**config.mk**
```make
export PLATFORM = sky130hd
export DESIGN_NAME = nonrestoring_div
export DESIGN_NICKNAME = d
export VERILOG_FILES = /design/src/source/nonrestoring_div.sv
export SDC_FILE = /design/constraint.sdc
export NUM_CORES = 1
export LEC_CHECK = 0
export BUFFER_PORTS_ARGS = -buffer_cell sky130_fd_sc_hd__buf_2
export CORE_UTILIZATION = 54
export CTS_BUF_LIST = sky130_fd_sc_hd__clkbuf_4
export DETAILED_ROUTE_END_ITERATION = 10
export HOLD_SLACK_MARGIN = 0.02
export PLACE_DENSITY = 0.73
export SYNTH_ARGS = -nofsm -noshare
export SYNTH_HDL_FRONTEND = slang
export SYNTH_SLANG_ARGS = --single-unit
```
**constraint.sdc**
```tcl
create_clock -name clk -period 17.1 [get_ports clk]
set_clock_uncertainty 0.05 [all_clocks]
set_input_delay 2.565 -clock clk [delete_from_list [all_inputs] [get_ports clk]]
set_output_delay 2.565 -clock clk [all_outputs]
set_load 0.01 [all_outputs]
```
**src/source/nonrestoring_div.sv**
```systemverilog
module nonrestoring_div #(
	parameter int width = 64
) (
	input  logic             clk,
	input  logic             rst_n,
	input  logic             start,
	input  logic             signed_mode,
	input  logic [width-1:0] num,
	input  logic [width-1:0] denom,
	output logic             ready,
	output logic             done,
	output logic [width-1:0] quot,
	output logic [width-1:0] rem
);

	// partial remainder is double width plus a sign bit
	localparam int pr_width    = 2 * width + 1;
	localparam int count_width = $clog2(width);

	typedef enum logic [2:0] {
		st_idle,
		st_abs,
		st_iter,
		st_fix,
		st_finish
	} state_t;

	state_t state;

	logic [count_width-1:0] count;
	logic [width-1:0]       num_q;
	logic [width-1:0]       denom_q;
	logic                   num_neg;
	logic                   denom_neg;
	logic [width-1:0]       num_mag;
	logic [width-1:0]       denom_mag;
	logic [pr_width-1:0]    p;
	logic [pr_width-1:0]    d;
	logic [pr_width-1:0]    p_next;
	logic [pr_width-1:0]    p_fixed;
	logic [width-1:0]       q;
	logic [width-1:0]       q_conv;
	logic [width-1:0]       q_mag;
	logic [width-1:0]       r_mag;

	assign ready = (state == st_idle);

	always_comb
	begin
		num_mag = num_neg ? -num_q : num_q;
		denom_mag = denom_neg ? -denom_q : denom_q;

		// negative remainder adds the divisor back, else subtract it
		p_next = p[pr_width-1] ? (p << 1) + d : (p << 1) - d;

		// digits are +1/-1 encoded as 1/0
		q_conv = q - ~q;
		q_mag = q_conv - {{(width-1){1'b0}}, p[pr_width-1]};
		p_fixed = p[pr_width-1] ? p + d : p;
		r_mag = p_fixed[2*width-1:width];
	end

	always_ff @(posedge clk or negedge rst_n)
	begin
		if (!rst_n)
		begin
			state <= st_idle;
			count <= '0;
			done <= 1'b0;
		end
		else
		begin
			done <= 1'b0;
			case (state)
				st_idle:
				begin
					if (start)
						state <= st_abs;
				end
				st_abs:
				begin
					state <= st_iter;
					count <= count_width'(width - 1);
				end
				st_iter:
				begin
					if (count == '0)
						state <= st_fix;
					count <= count - 1'b1;
				end
				st_fix: state <= st_finish;
				default:
				begin
					done <= 1'b1;
					state <= st_idle;
				end
			endcase
		end
	end

	always_ff @(posedge clk)
	begin
		case (state)
			st_idle:
			begin
				if (start)
				begin
					num_q <= num;
					denom_q <= denom;
					num_neg <= signed_mode && num[width-1];
					denom_neg <= signed_mode && denom[width-1];
				end
			end
			st_abs:
			begin
				p <= {{(width+1){1'b0}}, num_mag};
				d <= {1'b0, denom_mag, {width{1'b0}}};
			end
			st_iter:
			begin
				p <= p_next;
				q <= {q[width-2:0], ~p[pr_width-1]};
			end
			st_fix:
			begin
				// truncate toward zero, remainder follows the numerator
				quot <= (num_neg ^ denom_neg) ? -q_mag : q_mag;
				rem <= num_neg ? -r_mag : r_mag;
			end
			default: ;
		endcase
	end

	assert property (@(posedge clk) disable iff (!rst_n) !ready |-> !start)
		else $error("nonrestoring_div: start while busy");

endmodule

```
==> metrics.txt <==
largest net degree at the start of global routing=108; critical path required time=between 15000 and 20000 ps; overall routing resource usage=between 20% and 30%; crit share post-route=40.2%; Setup CP Type=flop to flop; Design Power=about 8.3 mW; Hold Path Class=flop to flop; Resized cells post-CTS=0; DRT iter0 DRCs=about 2300; Max Transition Viols Final=0; port buffer count=around 260; Final Hold Fails=0; CP max stage delay=620 ps; vias per cell=~6; initial antenna violation count=1; Total Wirelength=87400 um; status=finished, final reports clean; CTS root buf=clkbuf_4; TritonCTS Buffers=139; Least-Margin Pin Slew=1130 ps; Max Cap Viol=0; Post-CTS Repair Setup Buffers=0; register area share after synthesis=47.9%; clock sinks=524; Mapped Cells=3204; Top Ports=~260; most used flip-flop cell after synthesis=edfxtp_1; crit path max fanout=6; min Tclk post-route=6870 ps; die span in y=248 um; EDFF count, synth=514; Residual DRC=0; Yosys reg bits=524; PwrDens=228 nW/um2; Synth Warn #=0; Worst setup SP type=flop; nets@finish=3763; async set or reset register ratio after synthesis=~1.9%; GP Congestion=0.957; post-layout util=61.4%; relative slew slack=23.8%; synth-to-layout area growth=11.5%; row count=89; placed cells=4127; post-DR wirelength/cell=20.0 um; dpl hpwl=roughly 66000 um; total grt overflow=0; Die Width=about 250 um; DR pass1 iterations=5; maximum clock insertion buffer count=3; Finished Layout Cells=between 4000 and 5000; Reg clk slew, reported paths=70 ps; fill count=4897; worst endpoint data arrival time=7630 ps; Core ar.=roughly 60000 um2; # setup viols final=0; RSZ-0062 raised after global routing=false; Static Leakage=roughly 14 nW; later-pin clock latency in the skew report=980 ps; final hold slack=412 ps; Mapped Area=approximately 33000 um2; Detail Route Antenna Nets=0; r2r setup slk=10230 ps; Fmax achieved=approximately 150 MHz; crit end category=flop; post-synthesis cell type count=84; syn_nets=3472; effective utilization at floorplan=55.1%; IR drop worst, VDD=0.165 mV; cts hold-fix bufs=0; layout cell share with drive strength beyond 1=roughly 15%; via count=26700; Synth Area per Inst=10.2 um2; global-route wire length before repair=about 140000 um; vias in the first global route=25400; critical-path cell list=or4_1, nor4_1, nand2_1, or4_1, nor2_1, nand2_1, nor3_1, nor2_1, xnor2_1, ha_1, a21o_1, a21oi_1, o21ai_0, or2_2, a21oi_1, nor2_1, a211oi_1, nand2_1, a211o_1, a31o_2, a31oi_1, mux2i_1; H-tree levels=4; DIE AREA=61700 um2; CTS tree=built; Setup TNS=0 ps; CP max stage cell=or4_1
==> power by group <==
| part | internal, mW | total, mW | leakage [nW] | switching [mW] |
|---|---|---|---|---|
| Clock | 0.571 | 1.11 | 1.04 | 0.534 |
| Combinational | 1.80 | 4.74 | 7.63 | 2.94 |
| Sequential | 2.12 | 2.49 | 4.89 | 0.367 |
| Total | 4.49 | 8.33 | 13.6 | 3.84 |
==> worst max-delay path: cells and delay by family (launching register included) <==
| family | cells | cell delay [ps] |
|---|---|---|
| and+or+nand+nor | 11 | 3380 |
| AOI/OAI and AO/OA | 8 | 2160 |
| xor gates and xnor gates | 1 | 160 |
| DFF | 1 | 430 |
| adders and majority gates | 1 | 360 |
| muxes | 1 | 210 |
==> layout by cell type, fill, tap and decap left out, types with 18 or more instances in the layout <==
| master | count |
|---|---|
| a211oi_1 | 31 |
| a21o_1 | 85 |
| a21oi_1 | 214 |
| a31oi_1 | 47 |
| and2_1 | 20 |
| and3_1 | 26 |
| buf_2 | 261 |
| buf_4 | 22 |
| clkbuf_4 | 191 |
| clkinv_1 | 37 |
| edfxtp_1 | 514 |
| ha_1 | 134 |
| inv_1 | 69 |
| mux2i_1 | 18 |
| nand2_1 | 286 |
| nand2b_1 | 39 |
| nand3_1 | 48 |
| nand4_1 | 50 |
| nor2_1 | 242 |
| nor2b_1 | 26 |
| nor3_1 | 87 |
| nor4_1 | 38 |
| o21a_1 | 25 |
| o21ai_0 | 168 |
| o21ai_1 | 70 |
| o21bai_1 | 25 |
| o31ai_1 | 70 |
| o41ai_1 | 23 |
| or3_1 | 52 |
| or4_1 | 32 |
| xnor2_1 | 180 |
| xor2_1 | 200 |
==> routing by layer <==
layer	wire (um)	up-vias	track usage (%)
met5	0	-	0
met4	2450	0	10.6
met3	7070	168	5.58
met2	39500	1124	44.1
met1	38300	12600	38.9
li1	-	12800	-
==> path summary, 6_finish.rpt <==
check	start	to	depth (start not counted)
worst max-delay path	d[77]	p[123]	22
worst min-delay path	q[0]	q[1]	0
worst max register to register	d[77]	p[123]	22
worst min register to register	q[0]	q[1]	0
max in group asynchronous	rst_n	state[1]	1
min in group asynchronous	rst_n	count[5]	1
==> state kept, by name (all words and copies together), names as in the netlist, 3 cells and up <==
signal and cells:
p 129, d 64, denom_q 64, num_q 64
quot 64, rem 64, q 63, count 6
state 3
==> through the flow <==
step / worst slack [ps] / instance area, um2
2_1_floorplan: 9080 / 32800
3_3_place_gp: 10430 / 34700
3_5_place_dp: 10310 / 34700
4_1_cts: 10330 / 36500
5_1_grt: 9790 / 36500
6_report: 10230 / 36500
==> kinds of logic after synthesis <==
family / share of synthesized area [%]
flip-flops: 47.9
buffers and inverters: 2.38
multiplexers: 0.928
adder cells (fa/ha/maj): 5.24
AO/OA/AOI/OAI: 17.5
AND/OR/NAND/NOR: 15.8
XOR/XNOR: 10.3
==> Yosys cell counts (9+ instances only) <==
cell type / instances / area, um2
edfxtp_1: 514 / 15400
nand2_1: 287 / 1080
nor2_1: 242 / 908
a21oi_1: 214 / 1070
xor2_1: 201 / 1760
xnor2_1: 181 / 1590
o21ai_0: 168 / 841
ha_1: 134 / 1680
clkbuf_1: 112 / 420
nor3_1: 87 / 435
a21o_1: 85 / 638
inv_1: 71 / 267
o21ai_1: 70 / 350
o31ai_1: 70 / 526
or3_1: 52 / 325
nand4_1: 50 / 313
nand3_1: 48 / 240
a31oi_1: 47 / 294
nand2b_1: 39 / 244
nor4_1: 38 / 238
or4_1: 32 / 240
a211oi_1: 31 / 233
and3_1: 26 / 163
nor2b_1: 26 / 163
o21a_1: 25 / 188
o21bai_1: 25 / 188
o41ai_1: 23 / 201
and2_1: 21 / 131
buf_1: 21 / 78.8
mux2i_1: 18 / 180
or2_2: 18 / 113
o211ai_1: 17 / 128
nand3b_1: 12 / 90.1
nor3b_1: 12 / 90.1
a211o_1: 11 / 96.3
a21boi_0: 11 / 82.6
and4_1: 11 / 96.3
mux2_2: 11 / 124
dfrtp_1: 10 / 250
a221o_1: 9 / 90.1
==> final cells by class <==
type                       count  area [um2]  area share, %
antenna                        1        2.50        0.00685
tap                          773         967           2.65
multi-input combinational   2474       16300           44.7
sequential                   524       15700           42.9
inverter                      72         275          0.754
clock inverter                55         345          0.945
timing repair buffer         284        1490           4.08
clock buffer                 191        1430           3.93
Note: power is estimated with default switching activity, not from simulation.
