## src/source/muldiv_pkg.sv

```systemverilog
package muldiv_pkg;

	// command encoding in ctrl bits 2..1
	typedef enum logic [1:0] {
		op_mul_pair     = 2'd0,
		op_mul_wide     = 2'd1,
		op_div_unsigned = 2'd2,
		op_div_signed   = 2'd3
	} op_t;

	// operands and results are 64 bits wide
	localparam int operand_width = 64;

	// the multiplier works on 16-bit slices of each operand
	localparam int slice_width = 16;
	localparam int slice_count = operand_width / slice_width;

endpackage

```

## src/source/muldiv_regs_pkg.sv

```systemverilog
package muldiv_regs_pkg;

	localparam int addr_width = 8;

	// AXI response codes
	localparam logic [1:0] resp_okay   = 2'b00;
	localparam logic [1:0] resp_slverr = 2'b10;

	// byte offsets of the 32-bit registers
	localparam logic [addr_width-1:0] reg_ctrl   = 8'h00;
	localparam logic [addr_width-1:0] reg_status = 8'h04;
	localparam logic [addr_width-1:0] reg_a_lo   = 8'h08;
	localparam logic [addr_width-1:0] reg_a_hi   = 8'h0C;
	localparam logic [addr_width-1:0] reg_b_lo   = 8'h10;
	localparam logic [addr_width-1:0] reg_b_hi   = 8'h14;
	localparam logic [addr_width-1:0] reg_r0_lo  = 8'h18;
	localparam logic [addr_width-1:0] reg_r0_hi  = 8'h1C;
	localparam logic [addr_width-1:0] reg_r1_lo  = 8'h20;
	localparam logic [addr_width-1:0] reg_r1_hi  = 8'h24;

	// ctrl fields
	localparam int ctrl_start_bit = 0;
	localparam int ctrl_op_lsb    = 1;
	localparam int ctrl_op_msb    = 2;

	// status fields
	localparam int status_busy_bit = 0;
	localparam int status_done_bit = 1;
	localparam int status_dbz_bit  = 2;

endpackage

```

## src/source/muldiv_regs.sv

```systemverilog
module muldiv_regs
	import muldiv_pkg::*;
	import muldiv_regs_pkg::*;
(
	input  logic                     clk,
	input  logic                     rst_n,

	input  logic [addr_width-1:0]    awaddr,
	input  logic                     awvalid,
	output logic                     awready,
	input  logic [31:0]              wdata,
	input  logic                     wvalid,
	output logic                     wready,
	output logic [1:0]               bresp,
	output logic                     bvalid,
	input  logic                     bready,

	input  logic [addr_width-1:0]    araddr,
	input  logic                     arvalid,
	output logic                     arready,
	output logic [31:0]              rdata,
	output logic [1:0]               rresp,
	output logic                     rvalid,
	input  logic                     rready,

	output logic                     mul_start,
	output logic                     mul_wide,
	output logic                     div_start,
	output logic                     div_signed,
	input  logic                     mul_ready,
	input  logic                     mul_done,
	input  logic                     div_ready,
	input  logic                     div_done,
	output logic [operand_width-1:0] a,
	output logic [operand_width-1:0] b,
	input  logic [operand_width-1:0] mul_result,
	input  logic [operand_width-1:0] div_quot,
	input  logic [operand_width-1:0] div_rem
);

	logic [operand_width-1:0] r0;
	logic [operand_width-1:0] r1;
	op_t                      op_q;
	op_t                      cmd_op;
	logic                     busy;
	logic                     done;
	logic                     div_by_zero;
	logic                     wr_hs;
	logic                     rd_hs;
	logic                     cmd_go;
	logic                     cmd_div;
	logic                     cmd_dbz;
	logic                     cmd_accept;
	logic                     sel_ready;
	logic [1:0]               wr_resp;
	logic [1:0]               rd_resp;
	logic [31:0]              rd_word;

	assign wr_hs = awvalid && awready && wvalid && wready;
	assign rd_hs = arvalid && arready;

	// command decode straight from the ctrl write
	assign cmd_op = op_t'(wdata[ctrl_op_msb:ctrl_op_lsb]);
	assign cmd_div = (cmd_op == op_div_unsigned) || (cmd_op == op_div_signed);
	assign sel_ready = cmd_div ? div_ready : mul_ready;
	assign cmd_go = wr_hs && (awaddr == reg_ctrl) && wdata[ctrl_start_bit] && !busy;
	assign cmd_dbz = cmd_go && cmd_div && (b == '0);
	assign cmd_accept = cmd_go && !cmd_dbz && sel_ready;

	assign mul_wide = (op_q == op_mul_wide);
	assign div_signed = (op_q == op_div_signed);

	always_comb
	begin
		case (awaddr)
			reg_ctrl, reg_a_lo, reg_a_hi, reg_b_lo, reg_b_hi: wr_resp = resp_okay;
			default: wr_resp = resp_slverr;
		endcase
	end

	always_comb
	begin
		rd_word = '0;
		rd_resp = resp_okay;
		case (araddr)
			reg_ctrl: rd_word[ctrl_op_msb:ctrl_op_lsb] = op_q;
			reg_status:
			begin
				rd_word[status_busy_bit] = busy;
				rd_word[status_done_bit] = done;
				rd_word[status_dbz_bit] = div_by_zero;
			end
			reg_a_lo:  rd_word = a[31:0];
			reg_a_hi:  rd_word = a[63:32];
			reg_b_lo:  rd_word = b[31:0];
			reg_b_hi:  rd_word = b[63:32];
			reg_r0_lo: rd_word = r0[31:0];
			reg_r0_hi: rd_word = r0[63:32];
			reg_r1_lo: rd_word = r1[31:0];
			reg_r1_hi: rd_word = r1[63:32];
			default:   rd_resp = resp_slverr;
		endcase
	end

	// at most one write and one read in flight
	always_ff @(posedge clk or negedge rst_n)
	begin
		if (!rst_n)
		begin
			awready <= 1'b0;
			wready <= 1'b0;
			bvalid <= 1'b0;
			arready <= 1'b0;
			rvalid <= 1'b0;
		end
		else
		begin
			if (bvalid && bready)
				bvalid <= 1'b0;
			if (wr_hs)
			begin
				awready <= 1'b0;
				wready <= 1'b0;
				bvalid <= 1'b1;
			end
			else if (awvalid && wvalid && !awready && !bvalid)
			begin
				awready <= 1'b1;
				wready <= 1'b1;
			end

			if (rvalid && rready)
				rvalid <= 1'b0;
			if (rd_hs)
			begin
				arready <= 1'b0;
				rvalid <= 1'b1;
			end
			else if (arvalid && !arready && !rvalid)
				arready <= 1'b1;
		end
	end

	always_ff @(posedge clk)
	begin
		if (wr_hs)
			bresp <= wr_resp;
		if (rd_hs)
		begin
			rdata <= rd_word;
			rresp <= rd_resp;
		end
	end

	always_ff @(posedge clk)
	begin
		if (wr_hs)
		begin
			case (awaddr)
				reg_a_lo: a[31:0] <= wdata;
				reg_a_hi: a[63:32] <= wdata;
				reg_b_lo: b[31:0] <= wdata;
				reg_b_hi: b[63:32] <= wdata;
				default: ;
			endcase
		end
	end

	// divide by zero fills the results without the divider
	always_ff @(posedge clk)
	begin
		if (cmd_dbz)
		begin
			r0 <= '1;
			r1 <= a;
		end
		else if (mul_done)
			r0 <= mul_result;
		else if (div_done)
		begin
			r0 <= div_quot;
			r1 <= div_rem;
		end
	end

	always_ff @(posedge clk or negedge rst_n)
	begin
		if (!rst_n)
		begin
			op_q <= op_mul_pair;
			mul_start <= 1'b0;
			div_start <= 1'b0;
			busy <= 1'b0;
			done <= 1'b0;
			div_by_zero <= 1'b0;
		end
		else
		begin
			mul_start <= cmd_accept && !cmd_div;
			div_start <= cmd_accept && cmd_div;
			if (cmd_accept || cmd_dbz)
				op_q <= cmd_op;

			if (cmd_dbz)
			begin
				done <= 1'b1;
				div_by_zero <= 1'b1;
			end
			else if (cmd_accept)
			begin
				busy <= 1'b1;
				done <= 1'b0;
				div_by_zero <= 1'b0;
			end
			else if (busy && (mul_done || div_done))
			begin
				busy <= 1'b0;
				done <= 1'b1;
			end
		end
	end

	assert property (@(posedge clk) disable iff (!rst_n) mul_start |-> mul_ready)
		else $error("muldiv_regs: multiplier started while not ready");

	assert property (@(posedge clk) disable iff (!rst_n) div_start |-> div_ready)
		else $error("muldiv_regs: divider started while not ready");

	assert property (@(posedge clk) disable iff (!rst_n) bvalid && !bready |=> bvalid)
		else $error("muldiv_regs: bvalid dropped before bready");

endmodule

```

## config.mk

```make
export PLATFORM = sky130hd
export DESIGN_NAME = muldiv_regs
export DESIGN_NICKNAME = d
export VERILOG_FILES = /design/src/source/muldiv_pkg.sv /design/src/source/muldiv_regs_pkg.sv /design/src/source/muldiv_regs.sv
export SDC_FILE = /design/constraint.sdc
export NUM_CORES = 1
export LEC_CHECK = 0
export ABC_AREA = 1
export ABC_CLOCK_PERIOD_IN_PS = 4900
export BUFFER_PORTS_ARGS = -buffer_cell sky130_fd_sc_hd__buf_4
export CAP_MARGIN = 20
export CORE_MARGIN = 2
export CORE_UTILIZATION = 35
export DETAILED_ROUTE_END_ITERATION = 12
export HOLD_SLACK_MARGIN = 0.08
export SLEW_MARGIN = 0
export SYNTH_ARGS = -nofsm -noshare
export SYNTH_HDL_FRONTEND = slang
export SYNTH_SLANG_ARGS = --single-unit
```

## constraint.sdc

```tcl
create_clock -name clk -period 4.9 [get_ports clk]
set_input_delay 0.735 -clock clk [delete_from_list [all_inputs] [get_ports clk]]
set_output_delay 0.735 -clock clk [all_outputs]
set_load 0.005 [all_outputs]
```

==> impl_metrics.tcl, run 1 <==
set metrics [dict create \
    status "complete, no violations" \
    grt-ovfl-total 0 \
    synth_xor_xnor_area_share_pct 0 \
    drt_first_iter_violations 878 \
    rsz0062_at_grt "no" \
    whs_ns 0.391 \
    path_class "reg -> reg" \
    die_y_um 198 \
    ys_seq_elements 301 \
    syn_area_um2 13100 \
    routed_wl_um 50100 \
    top_layer_used "met4" \
    relSlewSlack_pct 29.5 \
    vdd_drop_max_uv 237 \
    arrival_ns 3.36 \
    muxShareOfSynthArea_pct 0 \
    coreArea_um2 36800 \
    syn_inst 1404 \
    drt_first_pass_iters 7 \
    grt_max_degree 113 \
    cts_inserted_buffers 35 \
    cts_htree_levels 2 \
    hold_class "in -> reg" \
    via_count 11500 \
    p_per_area_nw_per_um2 347 \
    synthArstFlopShare_pct 3.65 \
    cpMostUsedCell "nor2_1" \
    routedWlPerCell_um 21.8 \
    crit-reg2reg-launch "b[20]$_DFFE_PP_" \
    cp_max_fo 88 \
    met2_wirelength_um 21600 \
    dp_hpwl_um 35300 \
    ys_warn_count 0 \
    die_area_um2 39100 \
    avgSynthCellArea_um2 9.35 \
    holdPathEnd "bvalid$_DFFE_PN0P_" \
    area_growth_pct 36.4 \
    layout-drive-gt1-share_pct 27.7 \
    rr_endpoint "r1[51]$_DFFE_PP_" \
    synth_edf_count 226 \
    final_nets 2057 \
    yosysTopAreaCell "edfxtp_1" \
    synth.top_cell.area_share_pct 51.7 \
    worstHoldPathCells 2 \
    cts_buffer_depth 3 \
    cts_resized 0 \
    ff2ff_path_depth 10 \
    period_needed_ns 3.10 \
    cap_viol_max_count 0 \
    crit_chain "nor2_1 -> nand2_1 -> nor2_1 -> nand3_1 -> nor2_1 -> nand3_4 -> buf_4 -> buf_4 -> buf_16 -> o21ai_1" \
    drc_errors 0 \
    grt_pass1_vias 11200 \
    cts_tree "yes" \
    grt_usage_pct 25.0 \
    rows 70 \
    wl_met3_um 5160 \
    final_antenna_net_count 0 \
    wl_met1_um 21500 \
    clk_latency_ns 0.52 \
    crit_start "b[20]$_DFFE_PP_" \
    critPathLaunchType "flop" \
    tns_ns 0 \
    port-buffer-count 421 \
    ys_top_cells_by_area "edfxtp_1, nand2_1, dfxtp_1" \
    gp_congestion 0.916 \
    grt_pass1_wl_um 70900 \
    finalHoldViolations 0 \
    start_util_pct 35.7 \
    synth_fa_ha_area_share_pct 0 \
    avgViaCountPerCell 4.98 \
    setup_violations 0 \
    clk_pin_slew_ns 0.06 \
    synth.most_common_cell "nand2_1" \
    synth_top_family_by_area "simple AND/OR/NAND/NOR gates" \
    netlist_top_cells_count "nand2_1, edfxtp_1, nor2_1" \
    ys_seq_area_share_pct 63.6 \
    ios 424 \
    crit_required_ns 5.16 \
    cpMaxStageDelayCell "buf_4" \
    antenna_found_initial 1 \
    synthFlopType "edfxtp_1" \
    cts.sinks 301 \
    synth_compound_area_share_pct 5.47 \
    ys_types 33 \
    finalClockSkew_ns 0.0173 \
    max_slew.worst_pin.slew_ns 1.06 \
    endpoint_kind "flop" \
    hp-start "bready" \
    slew_viol_final 0 \
    min_period_over_period_pct 63.3 \
    leakage_nw 8.09 \
    slowest_delay_ns 0.72 \
    max_freq_mhz 322 \
    synthSimpleGateAreaFrac_pct 24.6 \
    cts_root_buffer "clkbuf_16" \
    r2r_slack_ns 1.80 \
    fp.dieW_um 198 \
]
[power by group]
part	internal [mW]	total (mW)	leakage, nW	switching, mW
clock network	1.66	2.72	0.579	1.06
registers	2.91	2.97	2.76	0.0655
logic	0.259	0.520	4.75	0.261
total	4.83	6.21	8.09	1.38
[how the worst max path moves through the flow]
stage / to / slack [ns] / cells past startpoint
floorplan: b[0]$_DFFE_PP_ / 0.31 / 3
global placement: r1[39]$_DFFE_PP_ / 1.44 / 9
detailed placement: r1[10]$_DFFE_PP_ / 1.29 / 9
CTS: r1[10]$_DFFE_PP_ / 1.61 / 9
global route: r1[51]$_DFFE_PP_ / 1.59 / 10
finish: r1[51]$_DFFE_PP_ / 1.80 / 10
[registers in the layout, indices dropped and copies added (netlist names), 2 cells and up]
register,cells
a,64
b,64
op_q,2
r0,64
r1,64
rdata,32
[stage by stage]
stage	setup WS (ns)	utilization [%]	power [mW]	area (um^2)	cells
after detailed placement	1.29	45.3	3.55	16700	2235
after floorplan	0.309	-	3.18	13100	1405
final	1.80	48.7	6.21	17900	2301
after global placement	1.44	45.2	3.54	16600	2233
after global routing	1.59	48.7	6.42	17900	2301
after CTS	1.61	48.6	6.27	17900	2299
[final cells by class]
class / count / area, um^2
fillers: 3470 / 18900
flip-flops and latches: 301 / 8340
multi-input cells: 918 / 4030
repair buffers: 437 / 3340
clock buffers: 42 / 966
well taps: 468 / 586
inverters: 113 / 424
clock inverters: 21 / 220
diodes: 1 / 2.50
[per-layer routing]
layer / vias up / track usage [%]
li1: 5483 / -
met3: 91 / 6.74
met1: 5325 / 34.4
met4: 0 / 9.75
met5: - / 0
met2: 563 / 37.8
[worst max-delay path: cells and delay by family (launching register included)]
kind,cells,cell delay [ns]
buf+inv,3,1.58
compound gates,1,0.11
simple gates,6,0.66
flops,1,0.37
[logic make-up (layout without fill, tap and decap cells)]
family          after synthesis  in the layout
compound gates              138            138
buf+inv                     186            613
flops                       301            301
other cells                   1              3
simple gates                778            778
[placed cells by master, fill, tap and decap left out, drive strengths merged, types with 2 or more instances in the layout]
| cell | n |
|---|---|
| clkinv | 16 |
| nand3 | 49 |
| nor2 | 118 |
| nand3b | 2 |
| bufinv | 5 |
| conb | 2 |
| nor3 | 11 |
| inv | 112 |
| nand4 | 68 |
| nand2 | 523 |
| a21oi | 2 |
| o21ai | 116 |
| dfrtp | 11 |
| buf | 436 |
| dfxtp | 64 |
| edfxtp | 226 |
| and2 | 2 |
| o22ai | 17 |
| clkbuf | 42 |
| nor4 | 3 |
[what timing repair did]
action / in CTS / in global routing
setup buffers: 0 / 0
hold buffers: 1 / 0
endpoints found under the hold margin: 11 / 0
Note: power is estimated with default switching activity, not from simulation.
==> inputs of run 2 (changes only) <==
- ABC_CLOCK_PERIOD_IN_PS: 4900 -> 3150
- clock period: 4.9 -> 3.15 ns (I/O delays scaled with it)
==> impl_metrics.tcl, run 2 (synthesis gave the netlist of run 1 again) <==
set metrics [dict create \
    grt-ovfl-total 0 \
    finalClockSkew_ns 0.0166 \
    port-buffer-count 421 \
    place_ws_ns 0.676 \
    endpoint_kind "flop" \
    worstHoldPathCells 2 \
    layout_common_cells "nand2_1, buf_4, edfxtp_1" \
    hold_class "in -> reg" \
    routed_wl_um 49600 \
    cts_htree_levels 2 \
    drt_first_pass_iters 5 \
    path_delay_family "simple AND/OR/NAND/NOR gates" \
    final_common_cell "nand2_1" \
    fin_cells 2314 \
    swShare_pct 23.0 \
    path_class "reg -> reg" \
    layout-drive-gt1-share_pct 27.9 \
    power_frac_clock_pct 41.9 \
    crit_required_ns 3.40 \
    cts_hold_buf 1 \
    final_antenna_net_count 0 \
    grt_usage_pct 25.0 \
    cts_resized 0 \
    dp.cells 2245 \
    p_seq_share_pct 49.5 \
    p_int_mw 7.23 \
    routedWlPerCell_um 21.4 \
    final_nets 2067 \
    cpMostUsedCell "nor2_1" \
    grt_pass1_wl_um 71500 \
    slowest_delay_ns 0.44 \
    wl_met1_um 21400 \
    cpMaxStageDelayCell "edfxtp_1" \
    cts_root_buffer "clkbuf_16" \
    finalHoldViolations 0 \
    p_per_area_nw_per_um2 526 \
    post_dp_cell_area_um2 16700 \
    status "complete, no violations" \
    rows 70 \
    leakage_nw 8.09 \
    arrival_ns 2.65 \
    critPathLaunchType "flop" \
    crit-reg2reg-launch "b[52]$_DFFE_PP_" \
    cp_max_fo 199 \
    clk_latency_ns 0.53 \
    die_area_um2 39100 \
    cts_tree "yes" \
    crit_buf_inv 1 \
    vdd_drop_max_uv 423 \
    slew_viol_final 0 \
    cts.sinks 301 \
    ios 424 \
    drc_errors 0 \
    relSlewSlack_pct 31.3 \
    crit_chain "nor2_1 -> nand2_1 -> nor2_1 -> nand3_1 -> nor2_1 -> nand3_4 -> buf_12 -> nand2_1 -> o21ai_1" \
    setup_violations 0 \
    final_area_um2 17900 \
    max_slew.worst_pin.slew_ns 1.03 \
    gp_congestion 0.883 \
    cts_buffer_depth 3 \
    coreArea_um2 36800 \
    fin_ws_ns 0.752 \
    clk_pin_slew_ns 0.06 \
    met2_wirelength_um 21900 \
    top_layer_used "met4" \
    p_total_mw 9.39 \
    ff2ff_path_depth 9 \
    p_sw_mw 2.16 \
    grt_pass1_vias 11300 \
    final_util_pct 48.6 \
    tns_ns 0 \
    p_comb_share_pct 8.5 \
    die_y_um 198 \
    holdPathEnd "bvalid$_DFFE_PN0P_" \
    min_period_over_period_pct 76.1 \
    post_cts_buffers 0 \
    r2r_slack_ns 0.75 \
    rsz0062_at_grt "no" \
    area_growth_pct 36.1 \
    antenna_found_initial 3 \
    period_needed_ns 2.40 \
    grt_max_degree 200 \
    dp_hpwl_um 35400 \
    avgViaCountPerCell 4.99 \
    drt_first_iter_violations 875 \
    hp-start "bready" \
    whs_ns 0.122 \
    cts_inserted_buffers 36 \
    cap_viol_max_count 0 \
    max_freq_mhz 417 \
    fp.dieW_um 198 \
    rr_endpoint "r1[21]$_DFFE_PP_" \
    wl_met3_um 4860 \
    start_util_pct 35.7 \
    via_count 11500 \
]
-- run 2: layout make-up --
cell class                      count  area [um^2]
Clock inverter                     13         97.6
Antenna cell                        3         7.51
Sequential cell                   301         8340
Inverter                          113          424
Tap cell                          468          586
Clock buffer                       52         1000
Timing Repair Buffer              446         3380
Multi-Input combinational cell    918         4030
Fill cell                        3485        18900
-- run 2: power by group through the flow --
stage	logic [mW]	registers, mW	clock network, mW
after floorplan	0.254	4.69	0
after global placement	0.800	4.72	0
after detailed placement	0.803	4.73	0
after CTS	0.811	4.65	4.02
after global routing	0.877	4.67	4.16
final	0.802	4.65	3.93
-- run 2: worst max-delay path by stage --
stage / endpoint / from / cells after the start
after floorplan: b[0]$_DFFE_PP_ / awaddr[1] / 3
after global routing: r1[26]$_DFFE_PP_ / b[49]$_DFFE_PP_ / 9
after CTS: r1[39]$_DFFE_PP_ / b[52]$_DFFE_PP_ / 8
after global placement: rdata[25]$_DFFE_PP_ / araddr[0] / 9
after detailed placement: rdata[25]$_DFFE_PP_ / araddr[1] / 9
final: r1[21]$_DFFE_PP_ / b[52]$_DFFE_PP_ / 9
-- run 2: layer usage --
layer	vias to the layer above	GRT usage, %
met1	5439	33.9
li1	5502	-
met5	-	0
met2	519	38.2
met3	76	7.43
met4	0	8.72
